<file path="src/include/mem_map.svh">
////////////////////////////////////////////////////////////////////////////
// System address map. Region ends are inclusive
// The L2 end depends on the bank count and is derived where it is needed
////////////////////////////////////////////////////////////////////////////

`ifndef MEM_MAP_SVH
`define MEM_MAP_SVH

// Control registers
`define CTRL_BASE     32'h4000_0000
`define CTRL_END      32'h4000_FFFF

// L2 spans NumL2Banks banks of this size
`define L2_BASE       32'h8000_0000
`define L2_BANK_BYTES 32'h0000_0400

// Boot ROM window, larger than the image itself
`define BOOT_BASE     32'hA000_0000
`define BOOT_END      32'hA000_FFFF

`endif

</file>
<file path="src/design/mempool_lite_pkg.sv">
////////////////////////////////////////////////////////////////////////////
// Widths and bus types for a single host with 32-bit words
// L2 geometry assumes at most 1 << L2BankSelWidth banks
////////////////////////////////////////////////////////////////////////////

`include "mem_map.svh"

package mempool_lite_pkg;

  localparam int unsigned AddrWidth = 32;
  localparam int unsigned DataWidth = 32;
  localparam int unsigned BeWidth   = DataWidth / 8;
  localparam int unsigned OffWidth  = $clog2(BeWidth);  // Byte offset inside a word

  typedef logic [AddrWidth-1:0] addr_t;
  typedef logic [DataWidth-1:0] data_t;
  typedef logic [BeWidth-1:0]   be_t;

  localparam int unsigned L2BankNumWords = 256;
  localparam int unsigned L2RowWidth     = $clog2(L2BankNumWords);
  localparam int unsigned L2BankSelWidth = 2;
  localparam int unsigned CtrlIdxWidth   = 4;

  typedef struct packed {
    logic [AddrWidth-L2RowWidth-L2BankSelWidth-OffWidth-1:0] upper;
    logic [L2RowWidth-1:0]                                   row;
    logic [L2BankSelWidth-1:0]                               bank;  // Word interleave
    logic [OffWidth-1:0]                                     offset;
  } l2_addr_t;

  typedef struct packed {
    logic [AddrWidth-CtrlIdxWidth-OffWidth-1:0] upper;
    logic [CtrlIdxWidth-1:0]                    idx;
    logic [OffWidth-1:0]                        offset;
  } ctrl_addr_t;

  // Same address word seen by L2 and by the control block
  typedef union packed {
    l2_addr_t   l2;
    ctrl_addr_t ctrl;
  } addr_u;

  typedef struct packed {
    logic  req;
    logic  we;
    addr_u addr;
    data_t wdata;
    be_t   be;
  } bus_req_t;

  typedef struct packed {
    logic  rvalid;
    logic  err;
    data_t rdata;
  } bus_rsp_t;

  typedef struct packed {
    logic  req;
    logic  we;
    addr_u addr;
    data_t wdata;
    be_t   be;
  } mem_req_t;

  typedef enum logic [1:0] {
    TgtL2,
    TgtBootrom,
    TgtCtrl,
    TgtNone
  } target_e;

  typedef logic [CtrlIdxWidth-1:0] ctrl_idx_t;

  localparam ctrl_idx_t CtrlWakeUp   = 4'd0;
  localparam ctrl_idx_t CtrlEoc      = 4'd1;
  localparam ctrl_idx_t CtrlBootAddr = 4'd2;
  localparam ctrl_idx_t CtrlL2Size   = 4'd3;
  localparam ctrl_idx_t CtrlNumCores = 4'd4;

  localparam addr_t CtrlBase    = `CTRL_BASE;
  localparam addr_t CtrlEnd     = `CTRL_END;
  localparam addr_t L2Base      = `L2_BASE;
  localparam addr_t L2BankBytes = `L2_BANK_BYTES;
  localparam addr_t BootBase    = `BOOT_BASE;
  localparam addr_t BootEnd     = `BOOT_END;

  // Full L2 window with every bank fitted
  localparam addr_t L2SizeBytes = (2 ** L2BankSelWidth) * L2BankBytes;

  localparam int unsigned BootromWords = 16;

  // Parks every hart in wfi until woken, then jumps to the L2 base
  localparam data_t BootromImage [BootromWords] = '{
    32'hf140_2573, 32'h0000_0297, 32'h0382_8293, 32'h1050_0073,
    32'h8000_02b7, 32'h0002_8067, 32'h0000_0013, 32'h0000_0013,
    32'h0000_0013, 32'h0000_0013, 32'h0000_0013, 32'h0000_0013,
    32'h0000_0013, 32'h0000_0013, 32'hff5f_f06f, 32'h0000_0000
  };

endpackage

</file>
<file path="src/design/sys_bus_demux.sv">
////////////////////////////////////////////////////////////////////////////
// Region decode for one requester. Targets answer one cycle after a strobe
// Unmapped accesses and boot ROM writes reach no target and return err
////////////////////////////////////////////////////////////////////////////

`timescale 1ns/1ps

module sys_bus_demux #(
  parameter int unsigned NumL2Banks = 4
) (
  input  logic                       clk_i,
  input  logic                       arst_n_i,
  input  mempool_lite_pkg::bus_req_t bus_req_i,
  output mempool_lite_pkg::bus_rsp_t bus_rsp_o,
  output mempool_lite_pkg::mem_req_t l2_req_o,
  output mempool_lite_pkg::mem_req_t boot_req_o,
  output mempool_lite_pkg::mem_req_t ctrl_req_o,
  input  mempool_lite_pkg::data_t    l2_rdata_i,
  input  mempool_lite_pkg::data_t    boot_rdata_i,
  input  mempool_lite_pkg::data_t    ctrl_rdata_i
);

  import mempool_lite_pkg::*;

  localparam addr_t L2End = L2Base + addr_t'(NumL2Banks) * L2BankBytes - 1;

  addr_t    req_addr;
  target_e  tgt_d, tgt_q;
  logic     err_d, err_q;
  logic     valid_q;
  logic     we_q;
  mem_req_t fwd_req;

  assign req_addr = addr_t'(bus_req_i.addr);

  always_comb begin
    if (req_addr >= CtrlBase && req_addr <= CtrlEnd) begin
      tgt_d = TgtCtrl;
    end else if (req_addr >= L2Base && req_addr <= L2End) begin
      tgt_d = TgtL2;
    end else if (req_addr >= BootBase && req_addr <= BootEnd) begin
      tgt_d = TgtBootrom;
    end else begin
      tgt_d = TgtNone;
    end
  end

  assign err_d = (tgt_d == TgtNone) || (tgt_d == TgtBootrom && bus_req_i.we);

  // Payload goes to every target, only the strobe is steered
  always_comb begin
    fwd_req        = '0;
    fwd_req.we     = bus_req_i.we;
    fwd_req.addr   = bus_req_i.addr;
    fwd_req.wdata  = bus_req_i.wdata;
    fwd_req.be     = bus_req_i.be;
    l2_req_o       = fwd_req;
    boot_req_o     = fwd_req;
    ctrl_req_o     = fwd_req;
    l2_req_o.req   = bus_req_i.req && (tgt_d == TgtL2);
    boot_req_o.req = bus_req_i.req && (tgt_d == TgtBootrom) && !bus_req_i.we;
    ctrl_req_o.req = bus_req_i.req && (tgt_d == TgtCtrl);
  end

  always_ff @(posedge clk_i or negedge arst_n_i) begin
    if (!arst_n_i) begin
      valid_q <= 1'b0;
      err_q   <= 1'b0;
      we_q    <= 1'b0;
      tgt_q   <= TgtNone;
    end else begin
      valid_q <= bus_req_i.req;
      err_q   <= bus_req_i.req && err_d;
      we_q    <= bus_req_i.we;
      tgt_q   <= tgt_d;
    end
  end

  always_comb begin
    bus_rsp_o        = '0;
    bus_rsp_o.rvalid = valid_q;
    bus_rsp_o.err    = err_q;
    if (valid_q && !err_q && !we_q) begin  // Writes and errors return zero
      case (tgt_q)
        TgtL2:      bus_rsp_o.rdata = l2_rdata_i;
        TgtBootrom: bus_rsp_o.rdata = boot_rdata_i;
        TgtCtrl:    bus_rsp_o.rdata = ctrl_rdata_i;
        default:    bus_rsp_o.rdata = '0;
      endcase
    end
  end

endmodule : sys_bus_demux

</file>
<file path="config.mk">
export PLATFORM = sky130hd
export DESIGN_NAME = sys_bus_demux
export DESIGN_NICKNAME = d
export VERILOG_FILES = /design/src/design/mempool_lite_pkg.sv /design/src/design/sys_bus_demux.sv
export VERILOG_INCLUDE_DIRS = /design/src /design/src/include
export SDC_FILE = /design/constraint.sdc
export NUM_CORES = 1
export LEC_CHECK = 0
export BUFFER_PORTS_ARGS = -buffer_cell sky130_fd_sc_hd__buf_4
export CORE_AREA = 4 4 156 158
export CTS_CLUSTER_DIAMETER = 80
export CTS_CLUSTER_SIZE = 14
export DETAILED_ROUTE_END_ITERATION = 10
export DIE_AREA = 0 0 160 162
export GPL_TIMING_DRIVEN = 0
export HOLD_SLACK_MARGIN = 0.12
export PLACE_DENSITY_LB_ADDON = 0.15
export SYNTH_ARGS = -nofsm -noshare
export SYNTH_HDL_FRONTEND = slang
export SYNTH_SLANG_ARGS = --single-unit
</file>
<file path="constraint.sdc">
create_clock -name clk_i -period 1.4 [get_ports clk_i]
set_clock_uncertainty 0.15 [all_clocks]
set_input_delay 0.28 -clock clk_i [delete_from_list [all_inputs] [get_ports clk_i]]
set_output_delay 0.28 -clock clk_i [all_outputs]
set_load 0.01 [all_outputs]
</file>
==> flow_summary.toml <==
[finish]
syn_to_final_growth_pct = 138
seq_area_um2 = 128
final_core_util = 0.274
layout-drive-gt1-share = 0.859
final_area_um2 = 6340
antennaDiodeCount = 0
multi_input_area_um2 = 1060
instances_no_fill = 1048
fill_cells = 2604
fin_nets = 927

[setup_path]
startpoint = "tgt_q[1]"
crit_type = "flip-flop to output port"
cp-start-kind = "flip-flop"
cp-end-kind = "output port"
cp_max_fo = 10
critPathCapture = "bus_rsp_o[19]"
cp.arrival_ns = 1.65
cp.required_ns = 0.97

[floorplanning]
initial_core_util = 0.115
ioPinCount = 412
die_h_um = 162
die_w_um = 160
rows = 56
die_area_um2 = 25900
core-area_um2 = 23100

[clocking]
clock-sinks = 5
cts_buffers = 3
root_buffer = "clkbuf_16"
clk_pin_slew_worst_paths_ns = 0.03
clock_path_buffers = 2
htree_levels = 1
tritoncts = "built"

[timing]
fmax_ghz = 0.480
finalHoldViolCount = 0
fin_tns_setup_ns = -21.72
slew_headroom = 0.830
fin_crit_ns = 2.08
worstMarginPinSlew_ns = 0.252
fin_crit_sh = 1.49
rsz0062_at_grt = "true"
drv_slew = 0
finalSetupViolations = 35
worst_slack_ns = -0.683

[placed_design]
place_inst = 1032
gp_congestion = 0.716
dp.final_hpwl_um = 11900
io_buffers = 363
place_area_um2 = 5900
place_ws_ns = -0.611

[pwr]
peakVddDrop_mv = 0.271
swShare = 0.276
p_int_mw = 1.51
power.leakage_nw = 3.53
p_clk_frac = 0.223
p_seq_frac = 0.073
pwr-share-comb = 0.704
p_sw_uw = 577
p_per_area_nw_per_um2 = 329

[logic_synthesis]
syn_inst = 379
synthAdderAreaFrac = 0
synth_top_family_by_area = "buffers and inverters"
ys_ff_latch = 5
synth_sequential_area_ratio = 0.0478
synth_area_leaders = "buf_4 59%, mux2i_1 12%, nor2_1 9.6%, a21oi_1 6.0%, buf_6 3.0%"
yosysWarningCount = 0
syn_area_per_cell_um2 = 7.04
synth_top_area_frac = 0.591
netlist-cell-type-count = 21
yosys.area_share.simple = 0.130
synthMuxAreaShare = 0.120
synth_nets = 547
synth_area_leader_cell = "buf_4"
synth_compound_area_frac = 0.0703
synthesis.area_um2 = 2670
synth_xor_area_frac = 0

[routing]
met3_length_um = 1170
vias = 3491
dr.max_layer_used = "met4"
first_pass_iters = 4
avgRoutedWirePerCell_um = 12.9
ant_nets = 0
drc_errors = 0
drt-initial-drc-count = 91
drt-vias-per-instance = 3.33
met2_length_um = 7360
met1_length_um = 4810
routed_wl_um = 13500

[run_status]
failed_checks = "negative setup slack"
status = "finished, violations left"

[global_routing]
grt_max_degree = 11
grtUsageTotal = 0.0914
gr-total-overflow = 0
grt_first_pass_wirelength_um = 19600
grt_antenna_before_repair = 0
grt_pass1_vias = 3662

[worst_hold_path]
hold_path.class = "input pin to flip-flop"
hold_start = "bus_req_i[65]"

[job]
maxCapViolCount = 0
[through the flow]
step	hold WS [ns]	power, mW
after floorplan	-0.166	0.810
after global placement	-0.0644	1.62
after detailed placement	-0.0667	1.61
after CTS	0.201	2.11
after global routing	0.219	2.22
final	0.190	2.09
[cells in the final DEF (no fill, tap or decap), types with 2 or more instances in the layout]
| cell type | n |
|---|---|
| buf_4 | 563 |
| clkbuf_2 | 3 |
| nand2_1 | 2 |
| a21oi_1 | 12 |
| buf_8 | 2 |
| dfstp_2 | 2 |
| nand3b_1 | 2 |
| clkbuf_16 | 6 |
| buf_6 | 19 |
| nor2_1 | 51 |
| mux2i_2 | 2 |
| nor2_4 | 3 |
| dlygate4sd3_1 | 3 |
| dfrtp_1 | 3 |
| nor4_4 | 3 |
| a21oi_2 | 20 |
| buf_12 | 6 |
| nor2_2 | 14 |
| mux2i_1 | 30 |
[Yosys cell counts]
| master | instances |
|---|---|
| buf_4 | 210 |
| nor2_1 | 68 |
| a21oi_1 | 32 |
| mux2i_1 | 32 |
| buf_6 | 7 |
| buf_2 | 4 |
| clkbuf_1 | 3 |
| dfrtp_1 | 3 |
| nand2_1 | 3 |
| nor4_1 | 3 |
| dfstp_2 | 2 |
| nand3b_1 | 2 |
| nor2b_1 | 2 |
| a211oi_2 | 1 |
| a21boi_0 | 1 |
| and4_1 | 1 |
| nand2_2 | 1 |
| nand3_1 | 1 |
| nor3_1 | 1 |
| o211ai_1 | 1 |
| or3b_2 | 1 |
[cell type report]
class / count / share of cell area
plain buffers: 224 / 0.280
clock buffers: 4 / 0.0124
multi-input cells: 150 / 0.167
flip-flops and latches: 5 / 0.0201
well taps: 290 / 0.0572
repair buffers: 375 / 0.463
[repair_timing]
action	in CTS	in global routing
cloned	0	3
gates resized for setup	37	17
buffers inserted	5	1
hold buffers	3	0
endpoints found under the hold margin	7	0
endpoints found under the setup margin	36	36
pin swaps	8	7
[power groups by stage]
stage	Combinational [mW]	Sequential [mW]	Clock, mW
floorplan	0.656	0.154	0
global placement	1.46	0.155	0
detailed placement	1.46	0.155	0
CTS	1.49	0.153	0.467
global route	1.58	0.154	0.488
finish	1.47	0.153	0.465
[worst max-delay path, stage by stage, from the launching register on]
cell and delay (ns):
dfstp_2 0.52, buf_6 0.13, nor2b_2 0.15, buf_6 0.18, buf_12 0.16, a21oi_2 0.06
nor2_2 0.11, buf_4 0.13
[kinds of logic after synthesis]
group,after synthesis
flip-flops,5
multiplexers,32
AO/OA/AOI/OAI,35
AND/OR/NAND/NOR,83
buffers and inverters,224
[sequential cells by signal (all words and copies together), names as in the netlist]
signal / cells
we_q: 1
tgt_q: 2
valid_q: 1
err_q: 1
[routing by layer]
| metal | vias to the layer above | track usage |
|---|---|---|
| met2 | 207 | 0.178 |
| li1 | 1754 | - |
| met3 | 6 | 0.0244 |
| met4 | 0 | 0.0180 |
| met1 | 1524 | 0.0994 |
| met5 | - | 0 |
[how the worst min path moves through the flow]
stage          endpoint  slack, ns  cells after the start
2_1_floorplan     err_q      -0.17                      0
3_3_place_gp    valid_q      -0.06                      1
3_5_place_dp      err_q      -0.07                      1
4_1_cts        tgt_q[1]       0.20                      2
5_1_grt        tgt_q[1]       0.22                      2
6_report       tgt_q[1]       0.19                      2
No activity file was read; power rests on OpenSTA's default activity.
