**config.mk**
```make
export PLATFORM = sky130hd
export DESIGN_NAME = bootrom
export DESIGN_NICKNAME = d
export VERILOG_FILES = /design/src/design/mempool_lite_pkg.sv /design/src/design/bootrom.sv
export VERILOG_INCLUDE_DIRS = /design/src /design/src/include
export SDC_FILE = /design/constraint.sdc
export NUM_CORES = 1
export LEC_CHECK = 0
export ABC_CLOCK_PERIOD_IN_PS = 2400
export BUFFER_PORTS_ARGS = -buffer_cell sky130_fd_sc_hd__buf_2
export CORE_MARGIN = 1
export CORE_UTILIZATION = 42
export CTS_CLUSTER_DIAMETER = 100
export DETAILED_ROUTE_END_ITERATION = 10
export PLACE_DENSITY_LB_ADDON = 0.15
export SYNTH_ARGS = -nofsm -noshare
export SYNTH_HDL_FRONTEND = slang
export SYNTH_SLANG_ARGS = --single-unit
export TNS_END_PERCENT = 30
```
**constraint.sdc**
```tcl
create_clock -name clk_i -period 2.4 [get_ports clk_i]
set_input_delay 0.12 -clock clk_i [delete_from_list [all_inputs] [get_ports clk_i]]
set_output_delay 0.12 -clock clk_i [all_outputs]
set_load 0.02 [all_outputs]
```
**src/include/mem_map.svh**
```systemverilog
////////////////////////////////////////////////////////////////////////////
// System address map. Region ends are inclusive
// The L2 end depends on the bank count and is derived where it is needed
////////////////////////////////////////////////////////////////////////////

`ifndef MEM_MAP_SVH
`define MEM_MAP_SVH

// Control registers
`define CTRL_BASE     32'h4000_0000
`define CTRL_END      32'h4000_FFFF

// L2 spans NumL2Banks banks of this size
`define L2_BASE       32'h8000_0000
`define L2_BANK_BYTES 32'h0000_0400

// Boot ROM window, larger than the image itself
`define BOOT_BASE     32'hA000_0000
`define BOOT_END      32'hA000_FFFF

`endif

```
**src/design/mempool_lite_pkg.sv**
```systemverilog
////////////////////////////////////////////////////////////////////////////
// Widths and bus types for a single host with 32-bit words
// L2 geometry assumes at most 1 << L2BankSelWidth banks
////////////////////////////////////////////////////////////////////////////

`include "mem_map.svh"

package mempool_lite_pkg;

  localparam int unsigned AddrWidth = 32;
  localparam int unsigned DataWidth = 32;
  localparam int unsigned BeWidth   = DataWidth / 8;
  localparam int unsigned OffWidth  = $clog2(BeWidth);  // Byte offset inside a word

  typedef logic [AddrWidth-1:0] addr_t;
  typedef logic [DataWidth-1:0] data_t;
  typedef logic [BeWidth-1:0]   be_t;

  localparam int unsigned L2BankNumWords = 256;
  localparam int unsigned L2RowWidth     = $clog2(L2BankNumWords);
  localparam int unsigned L2BankSelWidth = 2;
  localparam int unsigned CtrlIdxWidth   = 4;

  typedef struct packed {
    logic [AddrWidth-L2RowWidth-L2BankSelWidth-OffWidth-1:0] upper;
    logic [L2RowWidth-1:0]                                   row;
    logic [L2BankSelWidth-1:0]                               bank;  // Word interleave
    logic [OffWidth-1:0]                                     offset;
  } l2_addr_t;

  typedef struct packed {
    logic [AddrWidth-CtrlIdxWidth-OffWidth-1:0] upper;
    logic [CtrlIdxWidth-1:0]                    idx;
    logic [OffWidth-1:0]                        offset;
  } ctrl_addr_t;

  // Same address word seen by L2 and by the control block
  typedef union packed {
    l2_addr_t   l2;
    ctrl_addr_t ctrl;
  } addr_u;

  typedef struct packed {
    logic  req;
    logic  we;
    addr_u addr;
    data_t wdata;
    be_t   be;
  } bus_req_t;

  typedef struct packed {
    logic  rvalid;
    logic  err;
    data_t rdata;
  } bus_rsp_t;

  typedef struct packed {
    logic  req;
    logic  we;
    addr_u addr;
    data_t wdata;
    be_t   be;
  } mem_req_t;

  typedef enum logic [1:0] {
    TgtL2,
    TgtBootrom,
    TgtCtrl,
    TgtNone
  } target_e;

  typedef logic [CtrlIdxWidth-1:0] ctrl_idx_t;

  localparam ctrl_idx_t CtrlWakeUp   = 4'd0;
  localparam ctrl_idx_t CtrlEoc      = 4'd1;
  localparam ctrl_idx_t CtrlBootAddr = 4'd2;
  localparam ctrl_idx_t CtrlL2Size   = 4'd3;
  localparam ctrl_idx_t CtrlNumCores = 4'd4;

  localparam addr_t CtrlBase    = `CTRL_BASE;
  localparam addr_t CtrlEnd     = `CTRL_END;
  localparam addr_t L2Base      = `L2_BASE;
  localparam addr_t L2BankBytes = `L2_BANK_BYTES;
  localparam addr_t BootBase    = `BOOT_BASE;
  localparam addr_t BootEnd     = `BOOT_END;

  // Full L2 window with every bank fitted
  localparam addr_t L2SizeBytes = (2 ** L2BankSelWidth) * L2BankBytes;

  localparam int unsigned BootromWords = 16;

  // Parks every hart in wfi until woken, then jumps to the L2 base
  localparam data_t BootromImage [BootromWords] = '{
    32'hf140_2573, 32'h0000_0297, 32'h0382_8293, 32'h1050_0073,
    32'h8000_02b7, 32'h0002_8067, 32'h0000_0013, 32'h0000_0013,
    32'h0000_0013, 32'h0000_0013, 32'h0000_0013, 32'h0000_0013,
    32'h0000_0013, 32'h0000_0013, 32'hff5f_f06f, 32'h0000_0000
  };

endpackage

```
**src/design/bootrom.sv**
```systemverilog
////////////////////////////////////////////////////////////////////////////
// Fixed boot image, read only. Offsets past the image wrap around
////////////////////////////////////////////////////////////////////////////

`timescale 1ns/1ps

module bootrom (
  input  logic                    clk_i,
  input  logic                    req_i,
  input  mempool_lite_pkg::addr_t addr_i,
  output mempool_lite_pkg::data_t rdata_o
);

  import mempool_lite_pkg::*;

  localparam int unsigned IdxWidth = $clog2(BootromWords);

  logic [IdxWidth-1:0] word_idx;

  // Word address bits, upper bits dropped
  assign word_idx = addr_i[OffWidth +: IdxWidth];

  always_ff @(posedge clk_i) begin
    if (req_i) begin
      rdata_o <= BootromImage[word_idx];
    end
  end

endmodule : bootrom

```
==> results.json, run 1 <==
{
  "status": "complete, no violations",
  "synth_edf_count": 16,
  "hold_buffers": 0,
  "syn_area_um2": 882,
  "numCtsBuffers": 3,
  "tns_ps": 0,
  "gp_congestion": 0.756,
  "cts_resized": 0,
  "synth-simple-area-share_pct": 12.3,
  "ant_nets": 0,
  "worst-path-max-fanout": 6,
  "io_buffers": 35,
  "synth_top_family_by_area": "buffers and inverters",
  "cts_max_path_buffers": 2,
  "dieWidth_um": 47.8,
  "diodes": 0,
  "regMostFlops": "rdata_o",
  "regArea_um2": 480,
  "die_area_mm2": 0.00229,
  "placed_area_um2": 952,
  "fin_crit_ps": 1120,
  "synth-seq-cells": 16,
  "syn-instance-count": 74,
  "clkTransAtPathRegs_ps": 90,
  "cpPeakStageDelay_ps": 290,
  "ys_warn_count": 0,
  "intPower_w": 0.000434,
  "reg_top3": "rdata_o: 16 flops",
  "swShare_pct": 28.5,
  "fin_total_pwr_w": 0.000607,
  "start_util_pct": 45.0,
  "hold_start": "addr_i[2]",
  "ys_seq_area_share_pct": 54.5,
  "holdPathStages": 2,
  "max_freq_mhz": 893,
  "power.switching_w": 0.000173,
  "coreArea_mm2": 0.00196,
  "synth_top_area_share_pct": 54.5,
  "grt_pass1_wl_um": 1590,
  "hold-worst-slack_ps": 153,
  "avgRoutedWirePerCell_um": 9.32,
  "synth.area.top_cells": "edfxtp_1 (54%), buf_4 (14%), ha_1 (8.5%)",
  "finalMaxSlewViolations": 0,
  "firstDrtPassIters": 2,
  "max-cap-violations": 0,
  "leakage_nw": 0.470,
  "root_buffer": "clkbuf_4",
  "drive_gt1_share_pct": 43.8,
  "num_io_pins": 66,
  "synth-async-reset-ratio_pct": 0,
  "crit_path_cell_trace": "buf_2, inv_1, ha_1, nand3_1, inv_1, or2_2",
  "critical_path_required_ps": 2430,
  "power_frac_clock_pct": 22.4,
  "rsz0062_at_grt": "no",
  "end_kind": "register",
  "path_class": "in2reg",
  "power_density_mw_per_mm2": 620,
  "p_comb_share_pct": 21.7,
  "vdd_drop_max_mv": 0.281,
  "cts.htree.levels": 1,
  "via_count": 521,
  "fillers": 200,
  "synth-compound-area-share_pct": 3.97,
  "synth_area_leader_cell": "edfxtp_1",
  "grt_pass1_vias": 377,
  "antenna_found_initial": 0,
  "via_per_inst": 4.24,
  "fp-row-count": 16,
  "synth-xor-area-share_pct": 0,
  "synth_fa_ha_area_share_pct": 8.51,
  "grt_max_degree": 17,
  "first_iter_violations": 3,
  "largest_register_ff_count": 16,
  "multiInputGateArea_um2": 248,
  "seqPwrFrac_pct": 55.9,
  "wl_um": 1150,
  "crit_path_start_kind": "input pin",
  "ys_types": 21,
  "grt_use_total_pct": 10.2,
  "cp.arrival_ps": 1150,
  "timing.final.crit_share_pct": 46.7,
  "timing.final.hold_violations": 0,
  "ys.flop_type": "edfxtp_1",
  "drc": 0,
  "setup-violations-final": 0,
  "hold-path-endpoint": "rdata_o[1]",
  "postCtsSetupBuffers": 0,
  "cp_common_cell": "inv_1",
  "worstHoldPathType": "in2reg",
  "cts_tree": "done",
  "nets": 137,
  "syn_avg_cell_area_um2": 11.9,
  "gr-total-overflow": 0,
  "synthMuxAreaShare_pct": 2.41,
  "dp_hpwl_um": 877,
  "dieHeight_um": 47.8,
  "final_area_um2": 978,
  "area_delta_synth_final_pct": 10.9,
  "slowest_stage": "or2_2",
  "cts.sinks": 16,
  "synth_commonest_cells": "buf_4 (16), edfxtp_1 (16), nand2_1 (7), ha_1 (6)"
}
[worst max path at each step]
| stage | slack [ps] | startpoint | depth (start not counted) | end |
|---|---|---|---|---|
| finish | 1280 | addr_i[2] | 6 | rdata_o[30] |
| global route | 1170 | addr_i[2] | 6 | rdata_o[30] |
| CTS | 1260 | addr_i[2] | 6 | rdata_o[30] |
| detailed placement | 960 | addr_i[2] | 6 | rdata_o[30] |
| global placement | 970 | addr_i[2] | 6 | rdata_o[30] |
| floorplan | 1270 | addr_i[2] | 5 | rdata_o[30] |
[logic make-up (layout without fill, tap and decap cells)]
logic type | count (synthesis) | count (layout)
buf+inv | 22 | 43
flops | 16 | 16
simple gates | 21 | 21
fa+ha+maj | 6 | 6
compound gates | 6 | 6
other cells | 1 | 2
mux | 2 | 2
[critical path: cells and delay by family]
kind                     cells  cell delay (ps)
AND/OR/NAND/NOR              2              490
buffers and inverters        3              310
adder cells (fa/ha/maj)      1              240
[metal layers]
metal	vias up	part of all wire (%)	global-route usage, %
li1	273	-	-
met1	228	46	13.2
met2	20	49	15.9
met3	0	4.3	1.51
met4	0	0	6.67
met5	-	0	0
[placed cells by master, fill, tap and decap left out, types with 2 or more instances in the layout]
master / synthesis / routed
buf_2: 0 / 35
edfxtp_1: 16 / 16
nand2_1: 7 / 7
ha_1: 6 / 6
inv_1: 4 / 4
o21ai_0: 4 / 4
nor2_1: 3 / 3
and2_1: 3 / 3
clkbuf_4: 0 / 3
nand3_1: 2 / 2
conb_1: 1 / 2
[per-stage QoR]
stage / setup slack, ps / instances / utilization (%)
6_report: 1280 / 123 / 49.9
5_1_grt: 1170 / 123 / 49.9
4_1_cts: 1260 / 123 / 49.9
3_5_place_dp: 962 / 119 / 48.5
3_3_place_gp: 972 / 119 / 48.5
2_1_floorplan: 1270 / 75 / -
[power groups by stage]
| stage | Combinational [W] | Clock, W | Sequential (W) |
|---|---|---|---|
| finish | 0.000132 | 0.000136 | 0.000339 |
| CTS | 0.000133 | 0.000142 | 0.000339 |
| floorplan | 0.0000799 | 0 | 0.000378 |
| global route | 0.000146 | 0.000150 | 0.000343 |
| global placement | 0.000132 | 0 | 0.000345 |
| detailed placement | 0.000133 | 0 | 0.000346 |
[area by class of cell]
type,instances,area share [%]
Clock buffer,3,2.30
Clock inverter,1,0.384
Inverter,4,1.53
Multi-Input combinational cell,37,25.3
Sequential cell,16,49.1
Tap cell,27,3.45
Timing Repair Buffer,35,17.9
Power figures use the tool's default switching activity.
==> inputs of run 2 (changes only) <==
--- a/config.mk
+++ b/config.mk
@@ -6,10 +6,10 @@
 export SDC_FILE = /design/constraint.sdc
 export NUM_CORES = 1
 export LEC_CHECK = 0
-export ABC_CLOCK_PERIOD_IN_PS = 2400
+export ABC_CLOCK_PERIOD_IN_PS = 900
 export BUFFER_PORTS_ARGS = -buffer_cell sky130_fd_sc_hd__buf_2
 export CORE_MARGIN = 1
-export CORE_UTILIZATION = 42
+export CORE_UTILIZATION = 35
 export CTS_CLUSTER_DIAMETER = 100
 export DETAILED_ROUTE_END_ITERATION = 10
 export PLACE_DENSITY_LB_ADDON = 0.15
==> constraint.sdc (replaced) <==
create_clock -name clk_i -period 0.9 [get_ports clk_i]
set_input_delay 0.045 -clock clk_i [delete_from_list [all_inputs] [get_ports clk_i]]
set_output_delay 0.045 -clock clk_i [all_outputs]
set_load 0.02 [all_outputs]
==> results.json, run 2 (synthesis gave the netlist of run 1 again) <==
{
  "power.switching_w": 0.000475,
  "wl_um": 1240,
  "layout_commonest_cell": "buf_2",
  "timing.final.crit_share_pct": 108,
  "via_per_inst": 4.17,
  "first_iter_violations": 8,
  "timing.final.hold_violations": 0,
  "place_inst": 129,
  "hold-worst-slack_ps": 152,
  "regMostFlops": "rdata_o",
  "seqPwrFrac_pct": 54.6,
  "crit_path_start_kind": "register",
  "worst-path-max-fanout": 8,
  "rsz0062_at_grt": "yes",
  "root_buffer": "clkbuf_4",
  "nets": 146,
  "cp_top_family": "flip-flops",
  "intPower_w": 0.00118,
  "dieWidth_um": 52.2,
  "grt_pass1_wl_um": 1990,
  "clkTransAtPathRegs_ps": 90,
  "diodes": 0,
  "grt_pass1_vias": 459,
  "dieHeight_um": 52.2,
  "cp.arrival_ps": 930,
  "cpPeakStageDelay_ps": 460,
  "num_io_pins": 66,
  "stdcell_count": 133,
  "io_buffers": 35,
  "drive_gt1_share_pct": 51.4,
  "gr-total-overflow": 0,
  "critical_path_required_ps": 850,
  "reg_top3": "rdata_o: 16 flops",
  "antenna_found_initial": 0,
  "numCtsBuffers": 3,
  "via_count": 554,
  "grt_max_degree": 17,
  "ant_nets": 0,
  "slowest_stage": "edfxtp_1",
  "cts_tree": "done",
  "drc": 0,
  "worstHoldPathType": "in2reg",
  "hold_buffers": 0,
  "cts.htree.levels": 1,
  "final_core_util_pct": 46.4,
  "status": "finished, violations left",
  "fillers": 221,
  "tns_ps": -579,
  "fin_ws_ps": -72.9,
  "cts.sinks": 16,
  "vdd_drop_max_mv": 0.637,
  "firstDrtPassIters": 4,
  "die_area_mm2": 0.00272,
  "grt_use_total_pct": 10.5,
  "start_util_pct": 38.4,
  "crit_path_cell_trace": "buf_2",
  "path_buf_inv": 1,
  "max-cap-violations": 0,
  "avgRoutedWirePerCell_um": 9.32,
  "startpoint": "rdata_o[27]",
  "cts_resized": 0,
  "finalMaxSlewViolations": 0,
  "coreArea_mm2": 0.00230,
  "swShare_pct": 28.6,
  "postCtsSetupBuffers": 0,
  "failed_checks": "negative setup slack",
  "setup-violations-final": 8,
  "area_delta_synth_final_pct": 20.7,
  "p_comb_share_pct": 23.3,
  "end_kind": "output port",
  "final_cell_mix": "buf_2 (35), edfxtp_1 (16), buf_4 (9)",
  "fin_crit_ps": 973,
  "largest_register_ff_count": 16,
  "fp-row-count": 17,
  "cts_max_path_buffers": 2,
  "path_class": "reg2out",
  "max_freq_mhz": 1030,
  "power_frac_clock_pct": 22.2,
  "dp_hpwl_um": 1000,
  "power_density_mw_per_mm2": 1560,
  "hold_start": "addr_i[5]",
  "gp_congestion": 0.730,
  "leakage_nw": 0.513
}
==> run 2: changes by cell type in the layout (fill, tap and decap cells not counted), sizes merged <==
cell	before	now
buf	35	44
==> run 2: through the flow <==
stage	setup WS, ps	power [W]	area [µm²]
3_5_place_dp	-214	0.00131	1040
5_1_grt	-152	0.00175	1060
6_report	-72.9	0.00166	1060
4_1_cts	-91.7	0.00168	1060
2_1_floorplan	-0.584	0.00122	903
3_3_place_gp	-217	0.00131	1040
==> run 2: layer usage <==
| metal | track usage (%) | part of all wire, % | vias up |
|---|---|---|---|
| met3 | 0.870 | 5.6 | 4 |
| met4 | 10.5 | 3.5 | 0 |
| met1 | 13.3 | 43 | 235 |
| met2 | 15.4 | 48 | 26 |
| met5 | 0 | 0 | - |
| li1 | - | - | 289 |
==> run 2: power by group through the flow <==
stage                     Clock, W  Combinational (W)  Sequential [W]
after global routing      0.000417           0.000419        0.000914
final                     0.000367           0.000385        0.000904
after CTS                 0.000380           0.000389        0.000907
after global placement           0           0.000391        0.000920
after floorplan                  0           0.000217         0.00101
after detailed placement         0           0.000388        0.000924
==> run 2: worst paths after layout <==
check | to | cells after the start
worst max-delay path | rdata_o[18] | 1
worst min-delay path | rdata_o[9] | 2
==> run 2: final cells by class <==
| class | instances | area [µm²] | share of cell area, % |
|---|---|---|---|
| clock buffers | 3 | 22.5 | 2.12 |
| clock inverters | 1 | 3.75 | 0.353 |
| inverters | 4 | 15.0 | 1.41 |
| multi-input cells | 37 | 265 | 24.9 |
| flip-flops and latches | 16 | 480 | 45.1 |
| well taps | 28 | 35.0 | 3.29 |
| repair buffers | 44 | 243 | 22.8 |
==> inputs of run 3 (changes only) <==
--- a/config.mk
+++ b/config.mk
@@ -6,7 +6,7 @@
 export SDC_FILE = /design/constraint.sdc
 export NUM_CORES = 1
 export LEC_CHECK = 0
-export ABC_CLOCK_PERIOD_IN_PS = 900
+export ABC_CLOCK_PERIOD_IN_PS = 800
 export BUFFER_PORTS_ARGS = -buffer_cell sky130_fd_sc_hd__buf_2
 export CORE_MARGIN = 1
 export CORE_UTILIZATION = 35
@@ -16,4 +16,4 @@
 export SYNTH_ARGS = -nofsm -noshare
 export SYNTH_HDL_FRONTEND = slang
 export SYNTH_SLANG_ARGS = --single-unit
-export TNS_END_PERCENT = 30
+export TNS_END_PERCENT = 1
==> constraint.sdc (replaced) <==
create_clock -name clk_i -period 0.8 [get_ports clk_i]
set_input_delay 0.04 -clock clk_i [delete_from_list [all_inputs] [get_ports clk_i]]
set_output_delay 0.04 -clock clk_i [all_outputs]
set_load 0.02 [all_outputs]
==> results.json, run 3 (synthesis gave the netlist of run 1 again) <==
{
  "status": "finished, violations left",
  "failed_checks": "negative setup slack",
  "io_buffers": 35,
  "path_class": "reg2out",
  "end_kind": "output port",
  "power_density_mw_per_mm2": 1660,
  "dp_hpwl_um": 1110,
  "regArea_um2": 480,
  "tns_ps": -2440,
  "cp_top_family": "flip-flops",
  "final_area_mm2": 0.00114,
  "met3_length_um": 77,
  "wl_met1_um": 587,
  "power_frac_clock_pct": 20.9,
  "via_per_inst": 4.36,
  "seqPwrFrac_pct": 53.8,
  "first_iter_violations": 6,
  "critical_path_required_ps": 760,
  "max-cap-violations": 0,
  "vdd_drop_max_mv": 0.666,
  "nets": 148,
  "cts_tree": "done",
  "reg_top3": "rdata_o: 16 flops",
  "start_util_pct": 38.4,
  "hold-worst-slack_ps": 190,
  "slowest_stage": "edfxtp_1",
  "timing.final.crit_share_pct": 120,
  "grt_max_degree": 17,
  "setup-violations-final": 30,
  "gr-total-overflow": 0,
  "drc": 0,
  "dieHeight_um": 52.2,
  "finalMaxSlewViolations": 0,
  "grt_pass1_vias": 477,
  "swShare_pct": 28.7,
  "placed_area_mm2": 0.00112,
  "worstHoldPathType": "in2reg",
  "postCtsSetupBuffers": 0,
  "multiInputGateArea_um2": 310,
  "layout_commonest_cell": "buf_2",
  "num_io_pins": 66,
  "power.switching_w": 0.000543,
  "crit_path_cell_trace": "buf_2",
  "timing.final.hold_violations": 0,
  "via_count": 584,
  "avgRoutedWirePerCell_um": 10.3,
  "grt_pass1_wl_um": 2110,
  "clkTransAtPathRegs_ps": 80,
  "leakage_nw": 0.525,
  "hold_buffers": 0,
  "fillers": 225,
  "numCtsBuffers": 3,
  "fp-row-count": 17,
  "fin_ws_ps": -162,
  "wl_um": 1370,
  "diodes": 0,
  "cts_max_path_buffers": 2,
  "post-place-ws_ps": -264,
  "crit_path_start_kind": "register",
  "largest_register_ff_count": 16,
  "cp.arrival_ps": 920,
  "cts_resized": 0,
  "ant_nets": 0,
  "cts.sinks": 16,
  "area_delta_synth_final_pct": 29.1,
  "dieWidth_um": 52.2,
  "cpPeakStageDelay_ps": 460,
  "p_comb_share_pct": 25.3,
  "coreArea_mm2": 0.00230,
  "gp_congestion": 0.689,
  "final_cell_mix": "buf_2 (35), edfxtp_1 (16), buf_4 (10)",
  "drive_gt1_share_pct": 59.4,
  "intPower_w": 0.00135,
  "die_area_mm2": 0.00272,
  "wl_met2_um": 682,
  "rsz0062_at_grt": "yes",
  "path_buf_inv": 1,
  "max_freq_mhz": 1040,
  "root_buffer": "clkbuf_4",
  "fin_crit_ps": 962,
  "worst-path-max-fanout": 8,
  "regMostFlops": "rdata_o",
  "topRoutingLayerUsed": "met4",
  "cts.htree.levels": 1,
  "firstDrtPassIters": 3,
  "fin_total_pwr_w": 0.00189,
  "grt_use_total_pct": 11.1,
  "antenna_found_initial": 0
}
-- run 3: changes by cell type in the layout (fill, tap and decap cells not counted), moves of 2 or more --
cell	delta
inv_1	-2
ha_4	+2
o21ai_2	+2
ha_1	-2
inv_4	+2
-- run 3: power groups by stage --
stage / Sequential, W / Clock, W / Combinational, W
3_3_place_gp: 0.00104 / 0 / 0.000483
6_report: 0.00102 / 0.000395 / 0.000480
3_5_place_dp: 0.00104 / 0 / 0.000485
4_1_cts: 0.00102 / 0.000402 / 0.000487
5_1_grt: 0.00103 / 0.000439 / 0.000519
2_1_floorplan: 0.00113 / 0 / 0.000266
-- run 3: layout make-up --
class,count,share of cell area (%)
inverter,4,1.76
multi-input combinational,37,27.3
sequential,16,42.2
timing repair buffer,46,23.7
clock buffer,3,1.98
tap,28,3.08
-- run 3: final timing paths --
path                  depth (start not counted)  slack [ps]   startpoint          end
worst min-delay path                          1         190        req_i  rdata_o[25]
worst max-delay path                          1        -160  rdata_o[27]  rdata_o[18]
-- run 3: stage by stage --
step / util (%) / std cells
2_1_floorplan: - / 75
3_3_place_gp: 48.6 / 131
3_5_place_dp: 48.6 / 131
4_1_cts: 49.6 / 134
5_1_grt: 49.6 / 134
6_report: 49.6 / 134
-- run 3: metal layers --
layer  global-route usage [%]  up-vias
met5                        0        -
met4                     9.21        0
met3                    0.870        2
met2                     17.3       25
met1                     14.0      265
li1                         -      292
